File: src/prefetch_pkg.sv
/*
 * Instruction prefetch shared definitions
 * Bus widths, configuration register map and the buffered fetch entry
 */
package prefetch_pkg;

  // Byte address and instruction word widths
  localparam int unsigned ADDR_W = 32;
  localparam int unsigned DATA_W = 32;

  // Configuration register offsets
  localparam logic [1:0] CFG_CTRL   = 2'd0;
  localparam logic [1:0] CFG_BOOT   = 2'd1;
  localparam logic [1:0] CFG_ERRCNT = 2'd2;

  // One fetched word as seen by the consumer
  typedef struct packed {
    logic [ADDR_W-1:0] addr;
    logic [DATA_W-1:0] rdata;
    logic              err;
  } fetch_entry_t;

endpackage

File: src/fetch_ctrl.sv
/*
 * Fetch controller
 * Issues sequential word fetches, tracks outstanding requests and drops stale responses
 */
`timescale 1ns/1ns

module fetch_ctrl #(
  parameter int unsigned FifoDepth = 4
) (
  input  logic                             clk_i,
  input  logic                             rst_n_i,
  input  logic                             enable_i,
  input  logic [prefetch_pkg::ADDR_W-1:0]  boot_addr_i,
  input  logic                             redirect_i,
  input  logic [prefetch_pkg::ADDR_W-1:0]  redirect_addr_i,
  output logic                             instr_req_o,
  output logic [prefetch_pkg::ADDR_W-1:0]  instr_addr_o,
  input  logic                             instr_gnt_i,
  input  logic                             instr_rvalid_i,
  input  logic                             instr_err_i,
  input  logic [$clog2(FifoDepth+1)-1:0]   rsp_count_i,
  output logic                             addr_push_o,
  output logic                             addr_pop_o,
  output logic                             rsp_push_o,
  output logic                             flush_o,
  output logic                             err_seen_o
);

  import prefetch_pkg::*;

  localparam int unsigned CntW = $clog2(FifoDepth + 1);

  logic              req_q;
  logic              req_d;
  logic [ADDR_W-1:0] addr_q;
  logic [ADDR_W-1:0] next_q;
  logic [ADDR_W-1:0] next_d;
  logic              en_q;
  logic              en_rise;
  logic              stale_q;
  logic              stale_d;
  logic [CntW-1:0]   outst_q;
  logic [CntW-1:0]   outst_d;
  logic [CntW-1:0]   discard_q;
  logic [CntW-1:0]   discard_d;
  logic [CntW:0]     occ_sum;
  logic              gnt_fire;
  logic              rsp_drop;
  logic              keep;
  logic              room;
  logic              launch;

  assign gnt_fire = req_q & instr_gnt_i;
  assign en_rise  = enable_i & ~en_q;

  // Words in flight plus words waiting for the consumer
  assign occ_sum = (CntW+1)'(outst_q) + (CntW+1)'(rsp_count_i) + (CntW+1)'(gnt_fire);
  assign room    = occ_sum < (CntW+1)'(FifoDepth);

  // A new request waits one cycle after a restart so it picks up the new address
  assign launch = (~req_q | gnt_fire) & enable_i & room & ~redirect_i & ~en_rise;

  // Responses older than the last redirect are thrown away
  assign rsp_drop = instr_rvalid_i & (discard_q != '0);
  assign keep     = instr_rvalid_i & (discard_q == '0) & ~redirect_i;

  assign instr_req_o  = req_q;
  assign instr_addr_o = addr_q;
  assign addr_push_o  = gnt_fire & ~stale_q & ~redirect_i;
  assign addr_pop_o   = keep;
  assign rsp_push_o   = keep;
  assign err_seen_o   = keep & instr_err_i;
  assign flush_o      = redirect_i;

  always_comb begin
    outst_d = outst_q + CntW'(gnt_fire) - CntW'(instr_rvalid_i);

    if (redirect_i) begin
      // Everything still owed by the bus after this cycle is stale
      discard_d = outst_d;
    end else begin
      discard_d = discard_q - CntW'(rsp_drop) + CntW'(gnt_fire & stale_q);
    end

    // Request caught by a redirect before its grant
    stale_d = stale_q;
    if (gnt_fire) begin
      stale_d = 1'b0;
    end
    if (redirect_i && req_q && !instr_gnt_i) begin
      stale_d = 1'b1;
    end

    req_d = req_q;
    if (!req_q || gnt_fire) begin
      req_d = launch;
    end

    next_d = next_q;
    if (redirect_i) begin
      next_d = redirect_addr_i;
    end else if (en_rise) begin
      next_d = boot_addr_i;
    end else if (launch) begin
      next_d = next_q + ADDR_W'(4);
    end
  end

  always_ff @(posedge clk_i or negedge rst_n_i) begin
    if (!rst_n_i) begin
      req_q     <= 1'b0;
      next_q    <= '0;
      en_q      <= 1'b0;
      stale_q   <= 1'b0;
      outst_q   <= '0;
      discard_q <= '0;
    end else begin
      req_q     <= req_d;
      next_q    <= next_d;
      en_q      <= enable_i;
      stale_q   <= stale_d;
      outst_q   <= outst_d;
      discard_q <= discard_d;
    end
  end

  // Bus address of the current request
  always_ff @(posedge clk_i) begin
    if (launch) begin
      addr_q <= next_q;
    end
  end

  a_addr_stable: assert property (
    @(posedge clk_i) disable iff (!rst_n_i)
    instr_req_o && !instr_gnt_i |=> instr_req_o && $stable(instr_addr_o)
  );

  a_rsp_expected: assert property (
    @(posedge clk_i) disable iff (!rst_n_i)
    instr_rvalid_i |-> outst_q != '0
  );

endmodule

File: src/fetch_fifo.sv
/*
 * Fetch FIFO
 * Circular buffer with a generic payload type and a single-cycle flush
 */
`timescale 1ns/1ns

module fetch_fifo #(
  parameter int unsigned FifoDepth = 4,
  parameter type         T         = logic [31:0]
) (
  input  logic                           clk_i,
  input  logic                           rst_n_i,
  input  logic                           flush_i,
  input  logic                           push_i,
  input  T                               push_data_i,
  input  logic                           pop_i,
  output T                               pop_data_o,
  output logic                           empty_o,
  output logic                           full_o,
  output logic [$clog2(FifoDepth+1)-1:0] count_o
);

  localparam int unsigned PtrW = (FifoDepth > 1) ? $clog2(FifoDepth) : 1;
  localparam int unsigned CntW = $clog2(FifoDepth + 1);

  T              mem_q [FifoDepth];
  logic [PtrW-1:0] wr_ptr_q;
  logic [PtrW-1:0] rd_ptr_q;
  logic [CntW-1:0] count_q;
  logic            do_push;
  logic            do_pop;

  // Flush wins over any push or pop in the same cycle
  assign do_push = push_i & ~flush_i;
  assign do_pop  = pop_i & ~flush_i;

  assign pop_data_o = mem_q[rd_ptr_q];
  assign empty_o    = (count_q == '0);
  assign full_o     = (count_q == CntW'(FifoDepth));
  assign count_o    = count_q;

  always_ff @(posedge clk_i or negedge rst_n_i) begin
    if (!rst_n_i) begin
      wr_ptr_q <= '0;
      rd_ptr_q <= '0;
      count_q  <= '0;
    end else if (flush_i) begin
      wr_ptr_q <= '0;
      rd_ptr_q <= '0;
      count_q  <= '0;
    end else begin
      if (do_push) begin
        wr_ptr_q <= (wr_ptr_q == PtrW'(FifoDepth - 1)) ? '0 : wr_ptr_q + 1'b1;
      end
      if (do_pop) begin
        rd_ptr_q <= (rd_ptr_q == PtrW'(FifoDepth - 1)) ? '0 : rd_ptr_q + 1'b1;
      end
      count_q <= count_q + CntW'(do_push) - CntW'(do_pop);
    end
  end

  // Storage
  always_ff @(posedge clk_i) begin
    if (do_push) begin
      mem_q[wr_ptr_q] <= push_data_i;
    end
  end

  // Callers must respect the full and empty flags
  a_no_push_full: assert property (
    @(posedge clk_i) disable iff (!rst_n_i)
    push_i && !flush_i |-> !full_o || pop_i
  );

  a_no_pop_empty: assert property (
    @(posedge clk_i) disable iff (!rst_n_i)
    pop_i && !flush_i |-> !empty_o
  );

endmodule

File: src/prefetch_cfg.sv
/*
 * Prefetch configuration registers
 * Fetch enable, boot address and a saturating count of fetch errors
 */
`timescale 1ns/1ns

module prefetch_cfg (
  input  logic                            clk_i,
  input  logic                            rst_n_i,
  input  logic                            cfg_we_i,
  input  logic [1:0]                      cfg_addr_i,
  input  logic [prefetch_pkg::DATA_W-1:0] cfg_wdata_i,
  output logic [prefetch_pkg::DATA_W-1:0] cfg_rdata_o,
  input  logic                            err_seen_i,
  output logic                            enable_o,
  output logic [prefetch_pkg::ADDR_W-1:0] boot_addr_o
);

  import prefetch_pkg::*;

  localparam int unsigned ErrCntW = 16;

  logic               en_q;
  logic [ADDR_W-1:0]  boot_q;
  logic [ErrCntW-1:0] err_cnt_q;
  logic               err_cnt_max;

  assign err_cnt_max = &err_cnt_q;

  always_ff @(posedge clk_i or negedge rst_n_i) begin
    if (!rst_n_i) begin
      en_q      <= 1'b0;
      boot_q    <= '0;
      err_cnt_q <= '0;
    end else begin
      if (cfg_we_i && cfg_addr_i == CFG_CTRL) begin
        en_q <= cfg_wdata_i[0];
      end
      // Fetches are word aligned
      if (cfg_we_i && cfg_addr_i == CFG_BOOT) begin
        boot_q <= {cfg_wdata_i[ADDR_W-1:2], 2'b00};
      end
      // Any write clears the counter, whatever the data
      if (cfg_we_i && cfg_addr_i == CFG_ERRCNT) begin
        err_cnt_q <= '0;
      end else if (err_seen_i && !err_cnt_max) begin
        err_cnt_q <= err_cnt_q + 1'b1;
      end
    end
  end

  always_comb begin
    case (cfg_addr_i)
      CFG_CTRL:   cfg_rdata_o = {{(DATA_W-1){1'b0}}, en_q};
      CFG_BOOT:   cfg_rdata_o = boot_q;
      CFG_ERRCNT: cfg_rdata_o = {{(DATA_W-ErrCntW){1'b0}}, err_cnt_q};
      default:    cfg_rdata_o = '0;
    endcase
  end

  assign enable_o    = en_q;
  assign boot_addr_o = boot_q;

endmodule

File: src/prefetch_top.sv
/*
 * Instruction prefetch top level
 * Configuration block, fetch controller, address FIFO and response FIFO
 */
`timescale 1ns/1ns

module prefetch_top #(
  parameter int unsigned FifoDepth = 4
) (
  input  logic                            clk_i,
  input  logic                            rst_n_i,
  input  logic                            cfg_we_i,
  input  logic [1:0]                      cfg_addr_i,
  input  logic [prefetch_pkg::DATA_W-1:0] cfg_wdata_i,
  output logic [prefetch_pkg::DATA_W-1:0] cfg_rdata_o,
  input  logic                            redirect_i,
  input  logic [prefetch_pkg::ADDR_W-1:0] redirect_addr_i,
  output logic                            instr_req_o,
  output logic [prefetch_pkg::ADDR_W-1:0] instr_addr_o,
  input  logic                            instr_gnt_i,
  input  logic                            instr_rvalid_i,
  input  logic [prefetch_pkg::DATA_W-1:0] instr_rdata_i,
  input  logic                            instr_err_i,
  output logic                            fetch_valid_o,
  input  logic                            fetch_ready_i,
  output logic [prefetch_pkg::ADDR_W-1:0] fetch_addr_o,
  output logic [prefetch_pkg::DATA_W-1:0] fetch_rdata_o,
  output logic                            fetch_err_o
);

  import prefetch_pkg::*;

  localparam int unsigned CntW = $clog2(FifoDepth + 1);

  logic              enable;
  logic [ADDR_W-1:0] boot_addr;
  logic              err_seen;
  logic              flush;
  logic              addr_push;
  logic              addr_pop;
  logic [ADDR_W-1:0] addr_head;
  logic              rsp_push;
  logic              rsp_pop;
  logic              rsp_empty;
  logic [CntW-1:0]   rsp_count;
  fetch_entry_t      rsp_entry;
  fetch_entry_t      head_entry;

  // Response joined with the address it was fetched from
  assign rsp_entry.addr  = addr_head;
  assign rsp_entry.rdata = instr_rdata_i;
  assign rsp_entry.err   = instr_err_i;

  assign fetch_valid_o = ~rsp_empty;
  assign rsp_pop       = fetch_ready_i & ~rsp_empty;
  assign fetch_addr_o  = head_entry.addr;
  assign fetch_rdata_o = head_entry.rdata;
  assign fetch_err_o   = head_entry.err;

  prefetch_cfg u_cfg (
    .clk_i       (clk_i      ),
    .rst_n_i     (rst_n_i    ),
    .cfg_we_i    (cfg_we_i   ),
    .cfg_addr_i  (cfg_addr_i ),
    .cfg_wdata_i (cfg_wdata_i),
    .cfg_rdata_o (cfg_rdata_o),
    .err_seen_i  (err_seen   ),
    .enable_o    (enable     ),
    .boot_addr_o (boot_addr  )
  );

  fetch_ctrl #(
    .FifoDepth (FifoDepth)
  ) u_ctrl (
    .clk_i           (clk_i          ),
    .rst_n_i         (rst_n_i        ),
    .enable_i        (enable         ),
    .boot_addr_i     (boot_addr      ),
    .redirect_i      (redirect_i     ),
    .redirect_addr_i (redirect_addr_i),
    .instr_req_o     (instr_req_o    ),
    .instr_addr_o    (instr_addr_o   ),
    .instr_gnt_i     (instr_gnt_i    ),
    .instr_rvalid_i  (instr_rvalid_i ),
    .instr_err_i     (instr_err_i    ),
    .rsp_count_i     (rsp_count      ),
    .addr_push_o     (addr_push      ),
    .addr_pop_o      (addr_pop       ),
    .rsp_push_o      (rsp_push       ),
    .flush_o         (flush          ),
    .err_seen_o      (err_seen       )
  );

  // Addresses of granted requests, in bus order
  fetch_fifo #(
    .FifoDepth (FifoDepth         ),
    .T         (logic [ADDR_W-1:0])
  ) u_addr_fifo (
    .clk_i       (clk_i       ),
    .rst_n_i     (rst_n_i     ),
    .flush_i     (flush       ),
    .push_i      (addr_push   ),
    .push_data_i (instr_addr_o),
    .pop_i       (addr_pop    ),
    .pop_data_o  (addr_head   ),
    .empty_o     (            ),
    .full_o      (            ),
    .count_o     (            )
  );

  fetch_fifo #(
    .FifoDepth (FifoDepth    ),
    .T         (fetch_entry_t)
  ) u_rsp_fifo (
    .clk_i       (clk_i     ),
    .rst_n_i     (rst_n_i   ),
    .flush_i     (flush     ),
    .push_i      (rsp_push  ),
    .push_data_i (rsp_entry ),
    .pop_i       (rsp_pop   ),
    .pop_data_o  (head_entry),
    .empty_o     (rsp_empty ),
    .full_o      (          ),
    .count_o     (rsp_count )
  );

endmodule

File: config.mk
export PLATFORM = sky130hd
export DESIGN_NAME = prefetch_top
export DESIGN_NICKNAME = d
export VERILOG_FILES = /design/src/prefetch_pkg.sv /design/src/fetch_ctrl.sv /design/src/fetch_fifo.sv /design/src/prefetch_cfg.sv /design/src/prefetch_top.sv
export SDC_FILE = /design/constraint.sdc
export NUM_CORES = 1
export LEC_CHECK = 0
export BUFFER_PORTS_ARGS = -buffer_cell sky130_fd_sc_hd__buf_2
export CAP_MARGIN = 15
export CORE_UTILIZATION = 30
export CTS_CLUSTER_DIAMETER = 120
export DETAILED_ROUTE_END_ITERATION = 10
export GPL_TIMING_DRIVEN = 1
export PLACE_DENSITY = 0.48
export SLEW_MARGIN = 5
export SYNTH_ARGS = -nofsm -noshare
export SYNTH_HDL_FRONTEND = slang
export SYNTH_SLANG_ARGS = --single-unit
File: constraint.sdc
create_clock -name clk_i -period 3.5 [get_ports clk_i]
set_input_delay 0.875 -clock clk_i [delete_from_list [all_inputs] [get_ports clk_i]]
set_output_delay 0.875 -clock clk_i [all_outputs]
set_load 0.005 [all_outputs]
[After elaboration in Yosys (flattened, before gate mapping)]
Memories as Yosys holds them, arrays and structs flattened.
Index checks and enable logic that the tools add are counted.
Widths: inputs -> output; s select.
Storage, ports and cells
  input bits: 106
  memories kept: 2
  register bits after elaboration: 131
  RAM bits: 388
  output and inout bits: 131
Memories
  u_rsp_fifo.mem_q: words 4, bits a word 65, rd ports 1, clocked after Yosys merged registers in 0, wr ports 1, line fetch_fifo.sv:26  | T mem_q [FifoDepth];
  u_addr_fifo.mem_q: words 4, bits a word 32, rd ports 1, clocked after Yosys merged registers in 0, wr ports 1, line fetch_fifo.sv:26
Cells by class
  add/subtract/negate cells: 14
  multiplexer cells: 26
  bitwise logic cells: 24
  magnitude comparators: 1
  reductions and logical operators: 21
  equal/unequal tests: 6
Operators by type and width (number)
  $mux 32: 3
  $pmux 32 s3: 1
  $add 32x3->32 const B: 1
  $mux 16: 2
  $mux 2: 12
  $and 1x1->1: 17
  $add 16x1->16 const B: 1
  $reduce_and 16->1: 1
  $eq 2x2->1 const B: 5
  $reduce_bool 2->1: 5
  $sub 3x1->3: 3
  $add 2x1->2 const B: 4
  $add 3x1->3: 2
  $logic_and 1x1->1: 6
  $logic_not 3->1: 2
  $mux 1: 6
  $mux 3: 2
  $not 1->1: 6
  $reduce_bool 3->1: 2
  $add 3x3->4: 1
  $add 4x1->4: 1
  $lt 4x3->1 const B: 1
  $add 3x3->3: 1
  $logic_not 1->1: 3
  other kinds (4): 4

[Longest topological paths before layout]
  word-level depth: 9
  depth in mapped cells: 13

[Modules after synthesis]
Synthesis repeated with hierarchy kept, for this count alone.
Unflattened totals
  cells, all modules: 1187
  area, all modules: 21227.9 µm²
Modules (own cells, without submodules)
  fetch_fifo (u_rsp_fifo): cells an instance 383, area an instance 9902.0 µm², instances 1
  fetch_fifo (u_addr_fifo): cells an instance 211, area an instance 5099.9 µm², instances 1
  fetch_ctrl: cells an instance 385, area an instance 3897.5 µm², instances 1
  prefetch_cfg: cells an instance 206, area an instance 2318.5 µm², instances 1
  prefetch_top: cells an instance 2, area an instance 10.0 µm², instances 1

[Least setup slack after synthesis]
No wires, ideal clock.
  path type: input to register
  start: input redirect_i
  end: memory u_rsp_fifo.mem_q[0][0] in the netlist's numbering, enable pin
  data arrival time: 3260 ps
  path buffers: 3
  stages on the path: 5
  setup slack: -190 ps
  data required time: 3070 ps
  cell sequence: clkbuf_1 -> clkbuf_1 -> buf_1 -> nor2_1 -> and2_1
Between the ends
  cells in the longest elaborated chain, start to end: 5
Ends and longest elaborated chain
  start: declaration: line prefetch_top.sv:16  | input logic redirect_i,
  $not 1->1 (*): line fetch_ctrl.sv:65, fetch_fifo.sv:34
  $and 1x1->1: line fetch_ctrl.sv:65  | assign keep = instr_rvalid_i & (discard_q == '0) & ~redirect_i;
  $and 1x1->1 (*): line fetch_fifo.sv:34  | assign do_push = push_i & ~flush_i;
  $mux 1 (*): line fetch_fifo.sv:64  | if (do_push) begin
  $mux 1 (implied by the code) (*): line fetch_fifo.sv:65  | mem_q[wr_ptr_q] <= push_data_i;
  end: declaration: line fetch_fifo.sv:26
Every way passes the cells marked *; elsewhere a longest branch is shown, timed or not.

[Worst setup path in the final report]
  start: register u_rsp_fifo.rd_ptr_q[0]
  end: output fetch_addr_o[26] in the netlist's numbering
Between the ends
  cells in the longest elaborated chain, start to end: 1
Ends and longest elaborated chain
  start: declaration: line fetch_fifo.sv:28  | logic [PtrW-1:0] rd_ptr_q;
  start signal: assignment: line fetch_fifo.sv:56  | rd_ptr_q <= (rd_ptr_q == PtrW'(FifoDepth - 1)) ? '0 : rd_ptr_q + 1'b1;
  $mem_v2 4x65
  end: declaration: line prefetch_top.sv:26  | output logic [prefetch_pkg::ADDR_W-1:0] fetch_addr_o,
No other way between the ends.

==> impl_metrics.yaml <==
global_route:
  grt_max_degree: 41
  grt_pass1_vias: 11558
  antenna_found_initial: 12
  overflow: 0
  grt_pass1_wl_um: 74000
  grt_usage: 0.140
finish:
  final_common_cell: "edfxtp_1"
  layout.cells.non_filler: 2356
  syn_to_final_growth_pct: 20.7
  drive_gt1_frac: 0.339
  mostFrequentLayoutCells: "edfxtp_1 (420), buf_2 (234), mux4_2 (97), dfrtp_1 (96), clkbuf_16 (56)"
  fin_nets: 1563
  design_area_um2: 25000
  utilization: 0.365
routing:
  vias: 11293
  vias_per_cell: 4.79
  post-route-drc-count: 0
  drt_wl_total_um: 49400
  firstDrtPassIters: 4
  drt-initial-drc-count: 537
  ant_nets: 0
  wl_per_cell_um: 21.0
power:
  power.leakage_nw: 8.87
  swShare: 0.263
  comb_power_share: 0.153
  p_switching_w: 0.00415
  power.density_nw_per_um2: 631
  intPower_w: 0.0116
  clock_power_share: 0.356
  seqPwrFrac: 0.491
  max-vdd-ir-drop_mv: 0.358
clock_network:
  cts_tree: "built"
  max-clock-path-buffers: 3
  ctsResizeCount: 0
  cts_max_level: 2
  cts_setup_buffers: 0
  path_clk_slew_ns: 0.06
  root_buffer: "clkbuf_16"
  clock_latency_ns: 0.62
  numCtsBuffers: 56
  cts.hold.buffers_added: 0
  clock-sinks: 519
setup_path:
  crit_buf_inv: 2
  worst_setup_path_end_kind: "output pin"
  r2r-start: "u_rsp_fifo.count_o[2]"
  r2r_cells: 6
  critPathMaxStageDelay_ns: 0.81
  crit_slowest_cell: "dfrtp_4"
  cp_cell_sequence: "buf_4, mux4_2, buf_2"
  critical_path_class: "reg2out"
  r2r-end: "u_ctrl.next_q[17]"
  critPathTopFamily: "flip-flops"
  cp-start-kind: "flip-flop"
  critPathMaxFanout: 27
  cp.arrival_ns: 2.42
  r2r_slack_ns: 0.68
  required_ns: 2.62
synthesis:
  yosysSeqAreaShare: 0.728
  postSynthAreaPerCell_um2: 18.0
  ys_warn_count: 0
  async_reset_ff_frac: 0.191
  synthDistinctLibCells: 66
  syn_area_um2: 20700
  synth-seq-cells: 519
  syn_inst: 1151
  synthFlopType: "edfxtp_1"
  synth_fp_nets: 1281
  synth_edf_count: 420
floorplan:
  num_rows: 96
  dieHeight_um: 265
  core_um2: 68500
  die_w_um: 265
  die-area_um2: 70200
  start_util: 0.303
  boundaryPins: 237
outcome:
  outcome: "complete, no violations"
place:
  gp_congestion: 0.829
  port_buffers: 235
  place_area_um2: 23300
  dp_cells: 2257
  post-dp-hpwl_um: 33400
sta:
  fin_crit_sh: 0.941
  hold_viol_final: 0
  slew_violations: 0
  min_period_ns: 3.29
  fin_skew_ns: 0.0219
  fmax_ghz: 0.304
  tns_ns: 0
  rsz0062_at_grt: "false"
  finalSetupViolCount: 0
  worst_slew_pin_slew_ns: 1.08
  max_slew_margin: 0.276
job:
  maxCapViolCount: 0
min_path:
  hold_class: "in2async"
final cells by class:
type                            instances  area, um^2
Clock inverter                         31         284
Antenna cell                            1        2.50
Tap cell                              882        1100
Sequential cell                       519       15100
Timing Repair Buffer                  279        1660
Inverter                               24        90.1
Fill cell                            6483       43400
Multi-Input combinational cell        553        5340
Clock buffer                           67        1440
worst reg2reg max path, cell delays in order (launching register included):
cell	delay, ns
dfrtp_1	0.40
ha_1	0.29
or4b_2	0.69
a211o_1	0.40
nand2_1	0.52
o21ai_0	0.19
a21o_1	0.21
synth_stat cells, types with 5 or more instances:
cell | number | area share
edfxtp_1 | 420 | 0.61
dfrtp_1 | 99 | 0.12
mux4_2 | 97 | 0.11
nor2_1 | 54 | 0.0098
nand2_1 | 49 | 0.0089
a21oi_1 | 36 | 0.0087
clkbuf_1 | 36 | 0.0065
mux2_2 | 33 | 0.018
and2_1 | 28 | 0.0084
o21ai_0 | 25 | 0.0060
inv_1 | 24 | 0.0043
nand3_1 | 24 | 0.0058
ha_1 | 21 | 0.013
a22o_1 | 16 | 0.0068
and3_1 | 14 | 0.0042
nand4_1 | 12 | 0.0036
xor2_1 | 12 | 0.0051
buf_1 | 11 | 0.0020
nor3_1 | 10 | 0.0024
xnor2_1 | 10 | 0.0042
o211ai_1 | 8 | 0.0029
or4_1 | 7 | 0.0025
a2bb2oi_1 | 6 | 0.0025
buf_2 | 6 | 0.0014
nor4_1 | 6 | 0.0018
o31ai_1 | 6 | 0.0022
a211oi_1 | 5 | 0.0018
and4_1 | 5 | 0.0021
mux2i_1 | 5 | 0.0024
nor2b_1 | 5 | 0.0015
metrics by stage:
step / hold slack, ns / power, W / setup WS (ns)
2_1_floorplan: 0.413 / 0.00920 / 0.0658
3_3_place_gp: 0.441 / 0.0103 / 0.506
3_5_place_dp: 0.442 / 0.0104 / 0.471
4_1_cts: 0.243 / 0.0161 / 0.0966
5_1_grt: 0.269 / 0.0166 / 0.0517
6_report: 0.248 / 0.0158 / 0.208
power groups by stage:
stage / logic [W] / registers [W] / clock network, W
after floorplan: 0.00157 / 0.00763 / 0
after detailed placement: 0.00246 / 0.00790 / 0
after CTS: 0.00247 / 0.00777 / 0.00581
after global placement: 0.00244 / 0.00788 / 0
final: 0.00241 / 0.00776 / 0.00562
after global routing: 0.00267 / 0.00784 / 0.00605
registers in the layout (all words and copies together) (netlist names), 2 cells and up:
signal                count
u_rsp_fifo.rd_ptr_q       2
u_rsp_fifo.wr_ptr_q       2
u_cfg.boot_addr_o        30
u_addr_fifo.rd_ptr_q      2
u_ctrl.instr_addr_o      32
u_addr_fifo.wr_ptr_q      2
u_rsp_fifo.count_o        3
u_cfg.err_cnt_q          16
u_rsp_fifo.mem_q        260
u_addr_fifo.mem_q       128
u_ctrl.discard_q          3
u_ctrl.next_q            32
u_ctrl.outst_q            3
per-layer routing:
layer  part of all wire  track usage  wire length (um)
met1               0.45        0.188             22100
met2               0.47        0.224             23100
met3              0.063       0.0384              3120
met4              0.020       0.0397               989
met5             0.0023            0               114
cell families (layout without fill, tap and decap cells):
group,Yosys count,count (layout),share of synthesized area
flops,519,519,0.728
simple gates,231,231,0.0591
compound gates,141,141,0.0471
mux,135,135,0.126
buf+inv,79,401,0.0154
fa+ha+maj,24,24,0.0156
xor+xnor,22,22,0.00929
other cells,0,1,0
how the worst max path moves through the flow:
stage                                 from                      end  slack [ns]  depth (start not counted)
finish              u_rsp_fifo.rd_ptr_q[0]         fetch_addr_o[26]        0.21                          3
global placement            instr_rvalid_i  u_rsp_fifo.mem_q[1][31]        0.51                          6
floorplan                       redirect_i    u_rsp_fifo.count_o[2]        0.07                         13
detailed placement          instr_rvalid_i  u_rsp_fifo.mem_q[1][32]        0.47                          6
CTS                 u_rsp_fifo.rd_ptr_q[0]         fetch_addr_o[26]         0.1                          3
global route        u_rsp_fifo.rd_ptr_q[0]         fetch_addr_o[26]        0.05                          3
(Power assumes the default switching activity.)
